$ cat src/axi_pkg.sv
package axi_pkg;

    // ============================================================
    // bus geometry
    // ============================================================
    localparam int addr_w = 32;
    localparam int data_w = 32;
    localparam int id_w   = 4;
    localparam int len_w  = 8;              // beat count minus one
    localparam int strb_w = data_w / 8;
    localparam int size_w = 3;

    typedef logic [addr_w-1:0] addr_t;
    typedef logic [data_w-1:0] data_t;
    typedef logic [id_w-1:0]   id_t;
    typedef logic [len_w-1:0]  len_t;
    typedef logic [strb_w-1:0] strb_t;
    typedef logic [size_w-1:0] size_t;

    // every beat uses the full bus width
    localparam size_t bus_size = size_t'($clog2(strb_w));

    // ============================================================
    // channel encodings
    // ============================================================
    typedef enum logic [1:0] {
        fixed = 2'b00,
        incr  = 2'b01,
        wrap  = 2'b10
    } burst_t;

    typedef enum logic [1:0] {
        okay   = 2'b00,
        exokay = 2'b01,
        slverr = 2'b10,
        decerr = 2'b11
    } resp_t;

    typedef enum logic {
        icache = 1'b0,
        dcache = 1'b1
    } requester_t;

    // read address request as held toward the bus
    typedef struct packed {
        id_t    id;
        addr_t  addr;
        len_t   len;
        burst_t burst;
    } ar_req_t;

endpackage
$ cat src/axi_cache_bridge.sv
module axi_cache_bridge #(
    parameter axi_pkg::id_t icache_id = axi_pkg::id_t'(0),
    parameter axi_pkg::id_t dcache_id = axi_pkg::id_t'(1)
) (
    input  logic              clk,
    input  logic              rst,
    // ============================================================
    // instruction cache side
    // ============================================================
    input  logic              ic_ar_valid,
    output logic              ic_ar_ready,
    input  axi_pkg::id_t      ic_ar_id,
    input  axi_pkg::addr_t    ic_ar_addr,
    input  axi_pkg::len_t     ic_ar_len,
    output logic              ic_r_valid,
    output axi_pkg::data_t    ic_r_data,
    output axi_pkg::id_t      ic_r_id,
    output logic              ic_r_last,
    // ============================================================
    // data cache side
    // ============================================================
    input  logic              dc_ar_valid,
    output logic              dc_ar_ready,
    input  axi_pkg::id_t      dc_ar_id,
    input  axi_pkg::addr_t    dc_ar_addr,
    input  axi_pkg::len_t     dc_ar_len,
    output logic              dc_r_valid,
    output axi_pkg::data_t    dc_r_data,
    output axi_pkg::id_t      dc_r_id,
    output logic              dc_r_last,
    input  logic              dc_aw_valid,
    output logic              dc_aw_ready,
    input  axi_pkg::id_t      dc_aw_id,
    input  axi_pkg::addr_t    dc_aw_addr,
    input  axi_pkg::len_t     dc_aw_len,
    input  logic              dc_w_valid,
    output logic              dc_w_ready,
    input  axi_pkg::data_t    dc_w_data,
    input  axi_pkg::strb_t    dc_w_strb,
    output logic              dc_b_valid,
    output axi_pkg::id_t      dc_b_id,
    output axi_pkg::resp_t    dc_b_resp,
    // ============================================================
    // AXI master port
    // ============================================================
    output logic              m_ar_valid,
    input  logic              m_ar_ready,
    output axi_pkg::id_t      m_ar_id,
    output axi_pkg::addr_t    m_ar_addr,
    output axi_pkg::len_t     m_ar_len,
    output axi_pkg::burst_t   m_ar_burst,
    output axi_pkg::size_t    m_ar_size,
    input  logic              m_r_valid,
    output logic              m_r_ready,
    input  axi_pkg::data_t    m_r_data,
    input  axi_pkg::id_t      m_r_id,
    input  axi_pkg::resp_t    m_r_resp,
    input  logic              m_r_last,
    output logic              m_aw_valid,
    input  logic              m_aw_ready,
    output axi_pkg::id_t      m_aw_id,
    output axi_pkg::addr_t    m_aw_addr,
    output axi_pkg::len_t     m_aw_len,
    output axi_pkg::burst_t   m_aw_burst,
    output axi_pkg::size_t    m_aw_size,
    output logic              m_w_valid,
    input  logic              m_w_ready,
    output axi_pkg::data_t    m_w_data,
    output axi_pkg::strb_t    m_w_strb,
    output logic              m_w_last,
    input  logic              m_b_valid,
    output logic              m_b_ready,
    input  axi_pkg::id_t      m_b_id,
    input  axi_pkg::resp_t    m_b_resp
);

    axi_read_arbiter i_read_arbiter (.*);

    axi_read_router #(
        .icache_id (icache_id),
        .dcache_id (dcache_id)
    ) i_read_router (.*);

    axi_write_sequencer i_write_sequencer (.*);

endmodule

$ cat src/axi_write_sequencer.sv
module axi_write_sequencer (
    input  logic              clk,
    input  logic              rst,
    // data cache write address
    input  logic              dc_aw_valid,
    input  axi_pkg::id_t      dc_aw_id,
    input  axi_pkg::addr_t    dc_aw_addr,
    input  axi_pkg::len_t     dc_aw_len,
    output logic              dc_aw_ready,
    // data cache write data
    input  logic              dc_w_valid,
    input  axi_pkg::data_t    dc_w_data,
    input  axi_pkg::strb_t    dc_w_strb,
    output logic              dc_w_ready,
    // data cache write response
    output logic              dc_b_valid,
    output axi_pkg::id_t      dc_b_id,
    output axi_pkg::resp_t    dc_b_resp,
    // master AW channel
    output logic              m_aw_valid,
    output axi_pkg::id_t      m_aw_id,
    output axi_pkg::addr_t    m_aw_addr,
    output axi_pkg::len_t     m_aw_len,
    output axi_pkg::burst_t   m_aw_burst,
    output axi_pkg::size_t    m_aw_size,
    input  logic              m_aw_ready,
    // master W channel
    output logic              m_w_valid,
    output axi_pkg::data_t    m_w_data,
    output axi_pkg::strb_t    m_w_strb,
    output logic              m_w_last,
    input  logic              m_w_ready,
    // master B channel
    input  logic              m_b_valid,
    input  axi_pkg::id_t      m_b_id,
    input  axi_pkg::resp_t    m_b_resp,
    output logic              m_b_ready
);

    typedef enum logic [1:0] {
        st_idle,
        st_addr,
        st_data                               // data beats, then wait for B
    } state_t;

    state_t          state;
    axi_pkg::len_t   beats_left;
    logic            w_done;                  // last beat already sent
    logic            in_data;
    logic            w_fire;
    axi_pkg::id_t    aw_id;
    axi_pkg::addr_t  aw_addr;
    axi_pkg::len_t   aw_len;

    assign in_data = (state == st_data) & ~w_done;
    assign w_fire  = m_w_valid & m_w_ready;

    // ============================================================
    // burst FSM
    // ============================================================
    always_ff @(posedge clk or posedge rst) begin
        if (rst) begin
            state      <= st_idle;
            beats_left <= '0;
            w_done     <= 1'b0;
        end else begin
            case (state)
                st_idle: begin
                    if (dc_aw_valid) begin
                        state      <= st_addr;
                        beats_left <= dc_aw_len;
                    end
                end
                st_addr: begin
                    if (m_aw_ready) begin
                        state <= st_data;
                    end
                end
                st_data: begin
                    if (w_fire) begin
                        if (m_w_last) begin
                            w_done <= 1'b1;
                        end else begin
                            beats_left <= beats_left - 1'b1;
                        end
                    end
                    if (m_b_valid & m_b_ready) begin
                        state  <= st_idle;  // burst closed by B
                        w_done <= 1'b0;
                    end
                end
                default: state <= st_idle;
            endcase
        end
    end

    always_ff @(posedge clk) begin
        if (state == st_idle && dc_aw_valid) begin
            aw_id   <= dc_aw_id;
            aw_addr <= dc_aw_addr;
            aw_len  <= dc_aw_len;
        end
    end

    assign dc_aw_ready = (state == st_idle);
    assign m_aw_valid  = (state == st_addr);
    assign m_aw_id     = aw_id;
    assign m_aw_addr   = aw_addr;
    assign m_aw_len    = aw_len;
    assign m_aw_burst  = axi_pkg::incr;
    assign m_aw_size   = axi_pkg::bus_size;

    // W passes straight through, last comes from our own count
    assign m_w_valid   = dc_w_valid & in_data;
    assign m_w_data    = dc_w_data;
    assign m_w_strb    = dc_w_strb;
    assign m_w_last    = (beats_left == '0);
    assign dc_w_ready  = m_w_ready & in_data;

    assign m_b_ready   = 1'b1;
    assign dc_b_valid  = m_b_valid;
    assign dc_b_id     = m_b_id;
    assign dc_b_resp   = m_b_resp;

    // ============================================================
    // checks
    // ============================================================
    a_w_after_last: assert property (@(posedge clk) disable iff (rst)
        w_fire && m_w_last |=> !m_w_valid until (m_b_valid && m_b_ready))
        else $error("w beat sent after wlast before b");

    a_b_after_last: assert property (@(posedge clk) disable iff (rst)
        m_b_valid |-> w_done && state == st_data)
        else $error("b response before the last w beat");

endmodule

$ cat src/axi_read_router.sv
module axi_read_router #(
    parameter axi_pkg::id_t icache_id = axi_pkg::id_t'(0),
    parameter axi_pkg::id_t dcache_id = axi_pkg::id_t'(1)
) (
    // master R channel
    input  logic              m_r_valid,
    input  axi_pkg::data_t    m_r_data,
    input  axi_pkg::id_t      m_r_id,
    input  axi_pkg::resp_t    m_r_resp,
    input  logic              m_r_last,
    output logic              m_r_ready,
    // instruction cache read data
    output logic              ic_r_valid,
    output axi_pkg::data_t    ic_r_data,
    output axi_pkg::id_t      ic_r_id,
    output logic              ic_r_last,
    // data cache read data
    output logic              dc_r_valid,
    output axi_pkg::data_t    dc_r_data,
    output axi_pkg::id_t      dc_r_id,
    output logic              dc_r_last
);

    logic ic_hit;
    logic dc_hit;

    assign ic_hit = (m_r_id == icache_id);
    assign dc_hit = (m_r_id == dcache_id);

    // caches always take read data
    assign m_r_ready = 1'b1;

    // ============================================================
    // steering
    // ============================================================
    assign ic_r_valid = m_r_valid & ic_hit;
    assign dc_r_valid = m_r_valid & dc_hit;

    // payload fans out, only valid is steered
    assign ic_r_data  = m_r_data;
    assign ic_r_id    = m_r_id;
    assign ic_r_last  = m_r_last;

    assign dc_r_data  = m_r_data;
    assign dc_r_id    = m_r_id;
    assign dc_r_last  = m_r_last;

    // ============================================================
    // checks
    // ============================================================
    // every valid beat belongs to exactly one cache
    always_comb begin
        if (m_r_valid) begin
            a_id_match: assert final (ic_hit != dc_hit)
                else $error("r beat id %0h resp %0d matches no single cache",
                            m_r_id, m_r_resp);
        end
    end

endmodule

$ cat src/axi_read_arbiter.sv
module axi_read_arbiter (
    input  logic              clk,
    input  logic              rst,
    // instruction cache read address
    input  logic              ic_ar_valid,
    input  axi_pkg::id_t      ic_ar_id,
    input  axi_pkg::addr_t    ic_ar_addr,
    input  axi_pkg::len_t     ic_ar_len,
    output logic              ic_ar_ready,
    // data cache read address
    input  logic              dc_ar_valid,
    input  axi_pkg::id_t      dc_ar_id,
    input  axi_pkg::addr_t    dc_ar_addr,
    input  axi_pkg::len_t     dc_ar_len,
    output logic              dc_ar_ready,
    // master AR channel
    output logic              m_ar_valid,
    output axi_pkg::id_t      m_ar_id,
    output axi_pkg::addr_t    m_ar_addr,
    output axi_pkg::len_t     m_ar_len,
    output axi_pkg::burst_t   m_ar_burst,
    output axi_pkg::size_t    m_ar_size,
    input  logic              m_ar_ready
);

    logic                 held_valid;
    axi_pkg::requester_t  owner;
    axi_pkg::ar_req_t     held;
    logic                 ar_end;

    assign ar_end = held_valid & m_ar_ready;  // bus handshake on AR

    // ============================================================
    // one-entry holding register
    // ============================================================
    always_ff @(posedge clk or posedge rst) begin
        if (rst) begin
            held_valid <= 1'b0;
            owner      <= axi_pkg::icache;
        end else if (!held_valid) begin
            if (dc_ar_valid) begin           // data cache wins ties
                held_valid <= 1'b1;
                owner      <= axi_pkg::dcache;
            end else if (ic_ar_valid) begin
                held_valid <= 1'b1;
                owner      <= axi_pkg::icache;
            end
        end else if (ar_end) begin
            held_valid <= 1'b0;              // idle again, capture next cycle
        end
    end

    always_ff @(posedge clk) begin
        if (!held_valid) begin
            if (dc_ar_valid) begin
                held <= '{id: dc_ar_id, addr: dc_ar_addr, len: dc_ar_len,
                          burst: axi_pkg::incr};
            end else begin
                held <= '{id: ic_ar_id, addr: ic_ar_addr, len: ic_ar_len,
                          burst: axi_pkg::incr};
            end
        end
    end

    assign m_ar_valid  = held_valid;
    assign m_ar_id     = held.id;
    assign m_ar_addr   = held.addr;
    assign m_ar_len    = held.len;
    assign m_ar_burst  = held.burst;
    assign m_ar_size   = axi_pkg::bus_size;

    // ready goes back only to the owner, only on acceptance
    assign ic_ar_ready = ar_end & (owner == axi_pkg::icache);
    assign dc_ar_ready = ar_end & (owner == axi_pkg::dcache);

    // ============================================================
    // checks
    // ============================================================
    a_ar_stable: assert property (@(posedge clk) disable iff (rst)
        m_ar_valid && !m_ar_ready |=> m_ar_valid && $stable(held))
        else $error("ar request changed while stalled");

    // the pulse goes to the cache whose request is on the bus
    a_ic_ready_owner: assert property (@(posedge clk) disable iff (rst)
        ic_ar_ready |-> ic_ar_valid && m_ar_id == ic_ar_id && m_ar_addr == ic_ar_addr)
        else $error("icache ar_ready pulse for a request it does not hold");

    a_dc_ready_owner: assert property (@(posedge clk) disable iff (rst)
        dc_ar_ready |-> dc_ar_valid && m_ar_id == dc_ar_id && m_ar_addr == dc_ar_addr)
        else $error("dcache ar_ready pulse for a request it does not hold");

endmodule

$ cat config.mk
export PLATFORM = sky130hd
export DESIGN_NAME = axi_cache_bridge
export DESIGN_NICKNAME = d
export VERILOG_FILES = /design/src/axi_pkg.sv /design/src/axi_cache_bridge.sv /design/src/axi_write_sequencer.sv /design/src/axi_read_router.sv /design/src/axi_read_arbiter.sv
export SDC_FILE = /design/constraint.sdc
export NUM_CORES = 1
export LEC_CHECK = 0
export BUFFER_PORTS_ARGS = -buffer_cell sky130_fd_sc_hd__buf_4
export CORE_AREA = 8 8 171 173
export DETAILED_ROUTE_END_ITERATION = 8
export DIE_AREA = 0 0 179 181
export GPL_TIMING_DRIVEN = 0
export PLACE_DENSITY_LB_ADDON = 0.25
export SLEW_MARGIN = 40
export SYNTH_ARGS = -nofsm -noshare
export SYNTH_HDL_FRONTEND = slang
export SYNTH_SLANG_ARGS = --single-unit
$ cat constraint.sdc
create_clock -name clk -period 5.56 [get_ports clk]
set_input_delay 1.112 -clock clk [delete_from_list [all_inputs] [get_ports clk]]
set_output_delay 1.112 -clock clk [all_outputs]
set_load 0.01 [all_outputs]
== After elaboration in Yosys (flattened, before gate mapping) ==
Index checks and enable logic that the tools add are counted.
Word-level totals
  flip-flop bits (word level): 103
  bits of input ports: 224
  output and inout bits: 227
  logic and storage cells: 63
Operators by class
  add/sub/neg operators: 1
  equal/unequal tests: 8
  muxes and demuxes: 18
  bitwise logic cells: 12
  reduce and logical (&&, ||, !) cells: 12
Operator list (count)
  2-to-1 mux 46 bit: 1
  2-to-1 mux 8 bit: 3
  case mux 8 bit (2 select lines): 1
  bitwise AND 1 bit: 9
  2-to-1 mux 1 bit: 9
  logical NOT 8 bit: 1
  nonzero test 2 bit: 4
  subtractor 8 x 1 -> 8 bit, second input constant: 1
  2-to-1 mux 2 bit: 3
  inequality test 2 bit, second input constant: 3
  case mux 2 bit (3 select lines): 1
  AND reduction 3 bit: 2
  == test 4 x 1 -> 1 bit, second input constant: 1
  logical NOT 4 bit: 1
  inequality test 2 x 1 -> 1 bit, second input constant: 2
  AND reduction 4 bit: 1
  NOT 1 bit: 3
  == test 2 x 1 -> 1 bit, second input constant: 1
  == test 2 bit, second input constant: 1
  logical NOT 2 bit: 1
  AND reduction 2 bit: 1
  logical AND 1 bit: 1

== Longest topological paths before layout ==
Gate-level depths: netlist of the first run.
  depth in word-level cells: 6
  gate-level depth with buffers: 5
  mapped depth without buffers: 5

== Modules after synthesis ==
From an unflattened synthesis of the first run, not the netlist that was laid out.
Second synthesis, totals
  cells, all modules: 364
  area, all modules: 5237.5 µm²
Modules (own cells, without submodules)
  axi_write_sequencer: instances 1, cells an instance 175, area each 2428.6 µm², seq. area each 1596.5 µm²
  axi_read_arbiter: instances 1, cells an instance 110, area each 2192.1 µm², seq. area each 1371.3 µm²
  axi_read_router: instances 1, cells an instance 79, area each 616.8 µm², seq. area each 0.0 µm²

== Worst setup path after synthesis of the first run ==
OpenSTA, ideal clock, no wires.
  path type: input -> output
  start point: input port m_r_id[2]
  end point: output port dc_r_valid
  data arrival time: 1.692 ns
  setup slack: 2.756 ns
  stages on the path: 2
  cell sequence: nand2b_1 -> nor4b_1
On the way
  word-level cells in the longest chain between the ends: 2
RTL lines
  start: declaration: RTL line axi_cache_bridge.sv:56  | input axi_pkg::id_t m_r_id,
  == test 4 x 1 -> 1 bit: RTL line axi_read_router.sv:28  | assign dc_hit = (m_r_id == dcache_id);
  bitwise AND 1 bit: RTL line axi_read_router.sv:37  | assign dc_r_valid = m_r_valid & dc_hit;
  end: declaration: RTL line axi_cache_bridge.sv:27  | output logic dc_r_valid,
No other way between the ends.

== Worst setup path after layout of the first run ==
Ends and elaborated chain as after synthesis.

==> qor.txt, run 1 <==
Status -> finished clean
H-tree level count -> 3
DR DRC count -> 0
Final hold slack -> 0.531 ns
Worst r2r src -> i_write_sequencer.beats_left[4]$_DFFE_PP0P_
Final-layout fill cell count -> 2769
Number of synthesized register bits -> 101
Worst slew pin tran -> 0.601 ns
Syn_area_per_cell -> 13.7 sq um
Power per cell area -> 292 nW/um^2
CP startpoint -> m_r_id[2]
Tot GR Track Use -> 12.2%
Hold WC Path Type -> reg -> reg
Post-CTS Setup Bufs -> 0
Dominant synthesized flop cell -> edfxtp_1
Max_cap viols -> 0
# resized after CTS -> 0
HPWL Detailed -> 18200 um
Min-delay src -> i_write_sequencer.beats_left[7]$_DFFE_PP0P_
Die span in x -> 179 um
Leak -> 3.94 nW
Ys Warns -> 0
CP arrival -> 1.82 ns
Via/cell ratio -> 3.68
Period utilization -> 52.8%
Fin. Hold Viols -> 0
Global placement routability congestion -> 0.823
Final setup vio count -> 0
Global-route wire length before repair -> 29100 um
Root buf cell -> clkbuf_16
RSZ-0062 raised after global routing -> no
CP max-delay cell -> nor4b_1
Sequential power share -> 42.9%
Uppermost layer routed -> met4
M1 WL -> 6540 um
Worst-Skew Late Latency -> 0.35 ns
Mapped Cells -> 362
Antenna Nets Post-Route -> 0
Clock sink count -> 101
Max Fclk -> 341 MHz
Gate power share -> 32.4%
Internal power -> 1.73 mW
Slowest stage delay, CP -> 0.25 ns
Total CTS buffers -> 9
Top delay family on crit path -> simple AND/OR/NAND/NOR gates
EDFF count, synth -> 88
Number of global-route vias before repair -> 4482
Boundary pin count -> 451
DR iter-0 viols -> 105
Core area -> 26500 sq um
Ys async rst share -> 12.9%
Clock-pin slew on the worst setup and hold paths -> 0.07 ns
Kind of critical path -> in -> out
Sw frac -> 30.3%
CP bufs+invs -> 2
Worst Setup End Kind -> primary output
Metal3 WL -> 3050 um
Die area -> 32400 sq um
WL met2 -> 11100 um
Max Fanout on Critical Path -> 3
Initial DRT Pass Iterations -> 4
Crit path launch type -> input pin
Register area share after synthesis -> 59.7%
Hold_buf cts -> 0
Layout cells sized above 1 -> 75.1%
Nets -> 971
Critical path cell sequence -> buf_4, nand2b_1, nor4b_1, buf_4
Port-buffer cells -> 360
Die height -> 181 um
Post-Synthesis Cell Area -> 4970 sq um
Final Skew -> 0.0157 ns
Initial Utilization -> 18.7%
Total wire length -> 21000 um
Worst path most repeated cell -> buf_4
Initial antenna violation count -> 1
Slew headroom -> 60.0%
Layout area overhead -> 70.5%
CTS tree -> built
Grt total ovfl -> 0
Final min period -> 2.93 ns
Vias post-DR -> 4017
VDD IR max -> 0.000190 V
Net Sw Power -> 0.750 mW
Slew Limit Fails -> 0
CP required -> 4.45 ns
Clock buffer depth -> 2
Rows -> 60
Fin Setup TNS -> 0 ns
Per-cell routed wire length -> 19.3 um
Netlist cell types -> 40
Clock network fraction of total power -> 24.7%
Total power -> 2.48 mW
Pin count of the biggest net entering global routing -> 42
==> cells in the mapped netlist, types with 2 or more instances <==
cell type	n	share of area (%)
a21o_1	2	0.30
a21oi_1	8	0.81
and3_1	2	0.25
buf_2	5	0.50
buf_4	130	20
conb_1	2	0.15
dfrtp_1	13	6.5
edfxtp_1	88	53
ha_1	2	0.50
inv_1	5	0.38
mux2_2	44	10
nand2_1	5	0.38
nand2b_1	3	0.38
nor2_1	8	0.60
nor2b_1	2	0.25
nor3_1	2	0.20
nor3b_1	3	0.45
nor4_1	4	0.50
o21ai_0	10	1.0
o2bb2ai_1	4	0.71
==> worst paths after layout <==
kind,slack [ns],to,cells past startpoint
hold / removal,0.53,i_write_sequencer.beats_left[7]$_DFFE_PP0P_,1
max in group asynchronous,4.38,i_write_sequencer.beats_left[0]$_DFFE_PP0P_,2
setup / recovery,2.63,dc_r_valid,4
setup reg to reg,4.00,i_write_sequencer.beats_left[1]$_DFFE_PP0P_,5
min in group asynchronous,0.81,i_write_sequencer.beats_left[4]$_DFFE_PP0P_,2
hold reg to reg,0.53,i_write_sequencer.beats_left[7]$_DFFE_PP0P_,1
==> logic make-up after synthesis <==
family | synth area share [%]
multiplexers | 10.2
flip-flops | 59.7
buffers and inverters | 20.8
AND/OR/NAND/NOR | 4.61
AO/OA/AOI/OAI | 3.98
other | 0.151
adder cells (fa/ha/maj) | 0.504
==> sequential cells by signal (all words and copies together), names as in the netlist <==
name,cells
i_read_arbiter.m_ar_id,4
i_write_sequencer.m_aw_id,4
i_write_sequencer.w_done,1
i_write_sequencer.state,2
i_write_sequencer.m_aw_len,8
i_write_sequencer.beats_left,8
i_write_sequencer.m_aw_addr,32
i_read_arbiter.owner,1
i_read_arbiter.m_ar_addr,32
i_read_arbiter.m_ar_valid,1
i_read_arbiter.m_ar_len,8
==> layer usage <==
metal / up-vias / GRT usage, %
met5: - / 0
met4: 0 / 3.61
met3: 17 / 6.84
met2: 270 / 22.6
met1: 1817 / 10.9
li1: 1913 / -
==> per-stage QoR <==
| stage | cell area (sq um) | cells | utilization [%] | setup WS, ns |
|---|---|---|---|---|
| final | 8470 | 1092 | 32.0 | 2.63 |
| after global routing | 8470 | 1092 | 32.0 | 2.51 |
| after floorplan | 5000 | 372 | - | 2.76 |
| after CTS | 8470 | 1091 | 32.0 | 2.61 |
| after detailed placement | 8190 | 1075 | 30.9 | 2.61 |
| after global placement | 8130 | 1073 | 30.7 | 2.38 |
==> power by group through the flow <==
stage | combinational (mW) | clock [mW] | sequential (mW)
6_report | 0.802 | 0.611 | 1.06
5_1_grt | 0.873 | 0.672 | 1.08
4_1_cts | 0.821 | 0.647 | 1.06
3_5_place_dp | 0.820 | 0 | 1.08
3_3_place_gp | 0.795 | 0 | 1.09
2_1_floorplan | 0.342 | 0 | 1.12
==> placed cells by master, fill, tap and decap left out, types with 2 or more instances in the layout <==
master	netlist	routed
a21o_1	2	2
a21oi_1	8	8
and3_1	2	2
buf_2	5	5
buf_4	130	490
clkbuf_16	0	9
conb_1	2	12
dfrtp_1	13	13
edfxtp_1	88	88
ha_1	2	2
inv_1	5	4
inv_6	0	3
mux2_2	44	44
nand2_1	5	5
nand2b_1	3	3
nor2_1	8	8
nor2b_1	2	2
nor3_1	2	2
nor3b_1	3	3
nor4_1	4	4
o21ai_0	10	10
o2bb2ai_1	4	4
==> final cells by class <==
| class | count | area, sq um | area share, % |
|---|---|---|---|
| diodes | 1 | 2.50 | 0.0295 |
| clock buffers | 9 | 225 | 2.66 |
| plain buffers | 137 | 1020 | 12.0 |
| inverters | 5 | 21.3 | 0.251 |
| repair buffers | 362 | 2750 | 32.5 |
| well taps | 341 | 427 | 5.04 |
| flip-flops and latches | 101 | 2970 | 35.0 |
| multi-input cells | 129 | 1000 | 11.9 |
| clock inverters | 7 | 55.1 | 0.650 |
(Power assumes the default switching activity.)
==> run 2: changes to the inputs <==
--- a/config.mk
+++ b/config.mk
@@ -5,10 +5,11 @@
 export SDC_FILE = /design/constraint.sdc
 export NUM_CORES = 1
 export LEC_CHECK = 0
+export ABC_AREA = 1
 export BUFFER_PORTS_ARGS = -buffer_cell sky130_fd_sc_hd__buf_4
-export CORE_AREA = 8 8 171 173
+export CORE_AREA = 8 8 167 169
 export DETAILED_ROUTE_END_ITERATION = 8
-export DIE_AREA = 0 0 179 181
+export DIE_AREA = 0 0 175 177
 export GPL_TIMING_DRIVEN = 0
 export PLACE_DENSITY_LB_ADDON = 0.25
 export SLEW_MARGIN = 40
==> constraint.sdc (replaced) <==
create_clock -name clk -period 2.5 [get_ports clk]
set_input_delay 0.5 -clock clk [delete_from_list [all_inputs] [get_ports clk]]
set_output_delay 0.5 -clock clk [all_outputs]
set_load 0.01 [all_outputs]
==> run 2 against run 1 <==
Via count increased by 12%. Sequential share of layout area decreased by 0.53 points. Clock-buffer cell count unchanged. Sequential power increased by 130%. Largest power group unchanged.
==> qor.txt, run 2 <==
Number of synthesized register bits -> 101 (unchanged)
Die span in x -> 175 um (-2.2%)
Max Fclk -> 462 MHz
Yosys top cell by area -> edfxtp_1
Netlist cell types -> 32 (-20%)
Commonest non-fill, non-tap cell in the layout -> buf_4
Die area -> 31000 sq um (-4.4%)
Slew Limit Fails -> 0 (unchanged)
Fin Setup TNS -> 0 ns (unchanged)
Most frequent cell after synthesis -> nand2_1
Internal power -> 4.12 mW (+140%)
Final core occ -> 33.8% (+1.8 points)
CP required -> 2.00 ns (-2.45 ns)
Worst Setup End Kind -> primary output
Antenna Nets Post-Route -> 0 (unchanged)
Mapped Cells -> 492 (+36%)
VDD IR max -> 0.000390 V (+110%)
CTS tree -> built
Global-route wire length before repair -> 31100 um (+7.0%)
Vias post-DR -> 4508 (+12%)
Synth top cells by count -> nand2_1 (171), buf_4 (129), edfxtp_1 (88), nor2_1 (16), inv_1 (14)
Initial DRT Pass Iterations -> 4 (unchanged)
Fin cells -> 1214 (+11%)
Status -> finished clean
Hold_buf cts -> 0 (unchanged)
Crit path launch type -> flop
Layout area overhead -> 68.7%
Worst slew pin tran -> 0.555 ns (-0.0456 ns)
CP arrival -> 1.66 ns (-0.16 ns)
Layout cells sized above 1 -> 60.2% (-15 points)
Total CTS buffers -> 9 (unchanged)
DR DRC count -> 0 (unchanged)
Sw frac -> 32.6% (+2.3 points)
Tot GR Track Use -> 13.4% (+1.3 points)
Hold WC Path Type -> in -> async
Total power -> 6.11 mW (+150%)
Root buf cell -> clkbuf_16
Final setup vio count -> 0 (unchanged)
Pin count of the biggest net entering global routing -> 45 (+7.1%)
CP startpoint -> i_write_sequencer.beats_left[0]$_DFFE_PP0P_
Clock buffer depth -> 2 (unchanged)
Commonest non-fill, non-tap cells in the layout -> buf_4 (489), nand2_1 (171), edfxtp_1 (88)
Gate power share -> 34.9% (+2.5 points)
Crit path setup slack, layout -> 0.336 ns (-2.29 ns)
Ys async rst share -> 12.9% (unchanged)
Fin. Hold Viols -> 0 (unchanged)
Core area -> 25500 sq um (-3.9%)
Die height -> 177 um (-2.2%)
Period utilization -> 86.6%
Post-DP Area -> 8280 sq um (+1.1%)
Dpl cells -> 1198 (+11%)
Clock network fraction of total power -> 24.6% (about the same)
Clock-pin slew on the worst setup and hold paths -> 0.08 ns (about the same)
Worst-Skew Late Latency -> 0.35 ns (about the same)
Final hold slack -> 0.197 ns (-0.334 ns)
HPWL Detailed -> 19200 um (+5.7%)
Dominant synthesized flop cell -> edfxtp_1
Max_cap viols -> 0 (unchanged)
H-tree level count -> 3 (unchanged)
Pre-CTS WS -> 0.612 ns (-2.00 ns)
Max Fanout on Critical Path -> 5 (+2)
DR iter-0 viols -> 179 (+70%)
Rows -> 59 (-1.7%)
Clock sink count -> 101 (unchanged)
Syn_area_per_cell -> 10.4 sq um (-25%)
Post-CTS Setup Bufs -> 0 (unchanged)
Boundary pin count -> 451 (unchanged)
RSZ-0062 raised after global routing -> no
Synth area leaders -> edfxtp_1 (52%), buf_4 (19%), nand2_1 (13%), dfrtp_1 (6.4%), nor2_1 (1.2%)
Number of inserted diodes -> 0 (-1)
Initial antenna violation count -> 0 (-1)
Register area share after synthesis -> 58.2% (-1.5 points)
Net Sw Power -> 1.99 mW (+170%)
Synth top area share -> 51.9% (-1.3 points)
Slew headroom -> 63.0% (+3.0 points)
Per-cell routed wire length -> 18.3 um (-5.0%)
Kind of critical path -> reg -> out
# resized after CTS -> 0 (unchanged)
Sequential power share -> 40.6% (-2.3 points)
Leak -> 4.30 nW (+9.3%)
Post-Synthesis Cell Area -> 5100 sq um (+2.6%)
Via/cell ratio -> 3.71 (+0.95%)
Initial Utilization -> 20.0% (+1.3 points)
Final Skew -> 0.0118 ns (-0.00385 ns)
EDFF count, synth -> 88 (unchanged)
Cell area after layout -> 8600 sq um (+1.5%)
Power per cell area -> 711 nW/um^2 (+140%)
Port-buffer cells -> 360 (unchanged)
Final min period -> 2.16 ns
Grt total ovfl -> 0 (unchanged)
Total wire length -> 22200 um (+5.6%)
Worst r2r src -> i_write_sequencer.beats_left[0]$_DFFE_PP0P_
Global placement routability congestion -> 0.823 (unchanged)
Nets -> 1100 (+13%)
Number of global-route vias before repair -> 4742 (+5.8%)
Ys Warns -> 0 (unchanged)
## run 2: cell count changes in the layout (fill, tap and decap cells not counted), moves of 5 or more
cell      delta
a21oi_1      -8
nand2_1    +166
nand3_1      +7
o21ai_2      +5
clkbuf_1     +6
inv_1        +8
nor2_1       +8
mux2_2      -44
inv_2        +5
## run 2: cell families (layout without fill, tap and decap cells)
logic type,count (synthesis),after routing,synth area share (%)
and+or+nand+nor,210,210,17.3
buffers and inverters,161,538,21.8
DFF,101,101,58.2
AOI/OAI and AO/OA,16,16,2.09
adders and majority gates,2,2,0.491
other,2,12,0.147
## run 2: power groups by stage
stage / clock network, mW / logic [mW] / registers (mW)
floorplan: 0 / 0.912 / 2.66
finish: 1.50 / 2.13 / 2.48
detailed placement: 0 / 2.18 / 2.52
CTS: 1.58 / 2.18 / 2.49
global route: 1.63 / 2.33 / 2.53
global placement: 0 / 2.15 / 2.53
## run 2: critical path: stages (launching register included)
cell and delay (ns):
dfrtp_1 0.37, inv_1 0.16, ha_1 0.19, nor3b_1 0.28, and2_1 0.19, buf_4 0.13
## run 2: final timing paths
check | slack, ns | endpoint | cells past startpoint
max | 0.34 | m_w_last | 5
min | 0.20 | i_write_sequencer.beats_left[4]$_DFFE_PP0P_ | 2
max reg2reg | 0.77 | i_write_sequencer.beats_left[0]$_DFFE_PP0P_ | 9
min reg2reg | 0.51 | i_write_sequencer.w_done$_DFFE_PP0P_ | 2
max in group asynchronous | 1.93 | i_write_sequencer.beats_left[3]$_DFFE_PP0P_ | 2
min in group clk | 0.32 | i_write_sequencer.m_aw_addr[24]$_DFFE_PP_ | 1
## run 2: metal layers
| layer | track usage, % | up-vias | wire (um) |
|---|---|---|---|
| li1 | - | 2206 | - |
| met1 | 13.6 | 2038 | 7830 |
| met2 | 24.4 | 252 | 11600 |
| met3 | 6.59 | 12 | 2580 |
| met4 | 3.39 | 0 | 201 |
| met5 | 0 | - | 0 |
## run 2: layout make-up
cell class | instances | area [sq um]
timing repair buffer | 361 | 2720
multi-input combinational | 240 | 1060
sequential | 101 | 2970
fill | 2697 | 16900
buffer | 140 | 1030
clock buffer | 9 | 225
clock inverter | 7 | 92.6
inverter | 21 | 86.3
tap | 335 | 419
==> run 3: changes to the inputs <==
--- a/config.mk
+++ b/config.mk
@@ -6,7 +6,7 @@
 export NUM_CORES = 1
 export LEC_CHECK = 0
 export ABC_AREA = 1
-export BUFFER_PORTS_ARGS = -buffer_cell sky130_fd_sc_hd__buf_4
+export BUFFER_PORTS_ARGS = -buffer_cell sky130_fd_sc_hd__buf_2
 export CORE_AREA = 8 8 167 169
 export DETAILED_ROUTE_END_ITERATION = 8
 export DIE_AREA = 0 0 175 177
==> run 3 against run 2 <==
Clock power down 9%. Critical path depth unchanged. Sequential share of layout area rose by 4.1 points. Setup slack gained 0.030 ns. Non-clock buffer count grew 1. Sequential cell count is the same. Critical path type unchanged. Largest cell class is now sequential cells.
==> qor.txt, run 3 (synthesis gave the netlist of run 2 again) <==
RSZ-0062 raised after global routing -> no
Slowest stage delay, CP -> 0.37 ns (about the same)
Dpl cells -> 1199 (+0.083%)
Period utilization -> 85.3% (-1.2 points)
CTS tree -> built
Commonest non-fill, non-tap cells in the layout -> buf_2 (362), nand2_1 (171), buf_4 (129)
Worst r2r src -> i_write_sequencer.beats_left[0]$_DFFE_PP0P_
CP max-delay cell -> dfrtp_1
Cell area after layout -> 7680 sq um (-11%)
Tot GR Track Use -> 13.1% (-0.32 points)
CP startpoint -> i_write_sequencer.beats_left[0]$_DFFE_PP0P_
Port-buffer cells -> 360 (unchanged)
Max Fclk -> 469 MHz (+1.4%)
Number of global-route vias before repair -> 4737 (-0.11%)
Total wire length -> 21600 um (-2.8%)
Worst slew pin tran -> 0.613 ns (+0.0576 ns)
Critical path cell sequence -> inv_1, ha_1, nor3b_1, and2_1, buf_2
Top delay family on crit path -> simple AND/OR/NAND/NOR gates
Post-CTS Setup Bufs -> 0 (unchanged)
Rows -> 59 (unchanged)
Global placement routability congestion -> 0.798 (-3.1%)
DR DRC count -> 0 (unchanged)
Slew headroom -> 58.7% (-4.2 points)
Clock-pin slew on the worst setup and hold paths -> 0.08 ns (about the same)
Nets -> 1101 (+0.091%)
CP arrival -> 1.63 ns (-0.03 ns)
Crit path launch type -> flop
Final setup vio count -> 0 (unchanged)
Global-route wire length before repair -> 30500 um (-2.1%)
Slew Limit Fails -> 0 (unchanged)
Leak -> 3.99 nW (-7.3%)
Fin. Hold Viols -> 0 (unchanged)
Worst Setup End Kind -> primary output
Via/cell ratio -> 3.66 (-1.5%)
Pin count of the biggest net entering global routing -> 45 (unchanged)
H-tree level count -> 3 (unchanged)
FF-to-FF path depth -> 9 (unchanged)
Final min period -> 2.13 ns (-0.0305 ns)
Boundary pin count -> 451 (unchanged)
Core area -> 25500 sq um (unchanged)
Hold_buf cts -> 0 (unchanged)
Max Fanout on Critical Path -> 5 (unchanged)
HPWL Detailed -> 18700 um (-2.8%)
Final Skew -> 0.0113 ns (-0.000526 ns)
Initial antenna violation count -> 2 (+2)
Initial Utilization -> 20.0% (unchanged)
Die span in x -> 175 um (unchanged)
Antenna Nets Post-Route -> 0 (unchanged)
Grt total ovfl -> 0 (unchanged)
Clock buffer depth -> 2 (unchanged)
Clock sink count -> 101 (unchanged)
Die area -> 31000 sq um (unchanged)
Per-cell routed wire length -> 17.8 um (-2.9%)
Worst-Skew Late Latency -> 0.35 ns (about the same)
Root buf cell -> clkbuf_16
Hold WC Path Type -> in -> async
Total CTS buffers -> 9 (unchanged)
R2R Path End -> i_write_sequencer.beats_left[1]$_DFFE_PP0P_
Fin cells -> 1215 (+0.082%)
Kind of critical path -> reg -> out
Max_cap viols -> 0 (unchanged)
DR iter-0 viols -> 182 (+1.7%)
CP bufs+invs -> 2 (unchanged)
Initial DRT Pass Iterations -> 4 (unchanged)
# resized after CTS -> 0 (unchanged)
Number of inserted diodes -> 0 (unchanged)
Layout area overhead -> 50.8%
CP required -> 2.00 ns (about the same)
Status -> finished clean
Commonest non-fill, non-tap cell in the layout -> buf_2
Final-layout fill cell count -> 2691 (-0.22%)
VDD IR max -> 0.000418 V (+7.0%)
Post-DP Area -> 7400 sq um (-11%)
Layout cells sized above 1 -> 60.1% (-0.068 points)
Die height -> 177 um (unchanged)
R2R Setup Slk -> 0.79 ns (+0.02 ns)
Power per cell area -> 742 nW/um^2 (+4.4%)
Vias post-DR -> 4443 (-1.4%)
[run 3: cell types whose count changed in the layout (fill, tap and decap cells not counted)]
cell and change:
buf_2 +360, buf_4 -360, buf_12 +1, bufinv_16 -1, clkbuf_1 +1, clkinv_8 -1
clkinvlp_4 +1, inv_6 -1, inv_8 +1
[run 3: worst register-to-register path, cell delays in order, from the launching register on]
cell and delay [ns]:
dfrtp_1 0.37, inv_1 0.16, ha_1 0.19, nor3b_1 0.26
nand3_2 0.19, nand2_4 0.13, inv_4 0.05, buf_12 0.14
nand2_1 0.07, o21ai_2 0.05
[run 3: power by group]
group          switching [mW]  total [mW]  internal [mW]
combinational            1.11        1.87          0.758
sequential              0.159        2.47           2.31
clock                   0.675        1.37          0.697
[run 3: metal layers]
metal  GRT usage, %  wire, um  vias to the layer above  part of all wire [%]
met4           3.96       348                        4                   1.6
li1               -         -                     2211                     -
met2           23.2     11000                      259                    51
met1           13.5      7760                     1953                    36
met5              0        27                        -                  0.12
met3           6.38      2450                       16                    11
[run 3: worst max path at each step]
stage	end	slack [ns]	cells past startpoint
3_5_place_dp	i_read_arbiter.m_ar_addr[12]$_DFFE_PN_	0.62	5
5_1_grt	m_w_last	0.23	5
6_report	m_w_last	0.37	5
4_1_cts	m_w_last	0.30	5
3_3_place_gp	i_read_arbiter.owner$_DFFE_PP0P_	-0.59	3
2_1_floorplan	i_write_sequencer.m_aw_addr[0]$_DFFE_PP_	0.41	3
[run 3: layout make-up]
| type | count | area, sq um | share of cell area, % |
|---|---|---|---|
| plain buffers | 140 | 1030 | 13.4 |
| clock buffers | 10 | 229 | 2.98 |
| clock inverters | 6 | 56.3 | 0.733 |
| inverters | 21 | 86.3 | 1.12 |
| multi-input cells | 240 | 1060 | 13.7 |
| flip-flops and latches | 101 | 2970 | 38.6 |
| well taps | 335 | 419 | 5.45 |
| repair buffers | 362 | 1840 | 24.0 |
[run 3: through the flow]
stage	TNS, ns	total power [mW]	hold slack, ns	utilization (%)	worst slack, ns
floorplan	0	3.57	0.377	-	0.414
global placement	-1.08	4.39	0.483	28.9	-0.587
detailed placement	0	4.43	0.504	29.1	0.621
CTS	0	5.87	0.193	30.2	0.302
global route	0	6.09	0.230	30.2	0.230
finish	0	5.70	0.185	30.2	0.367
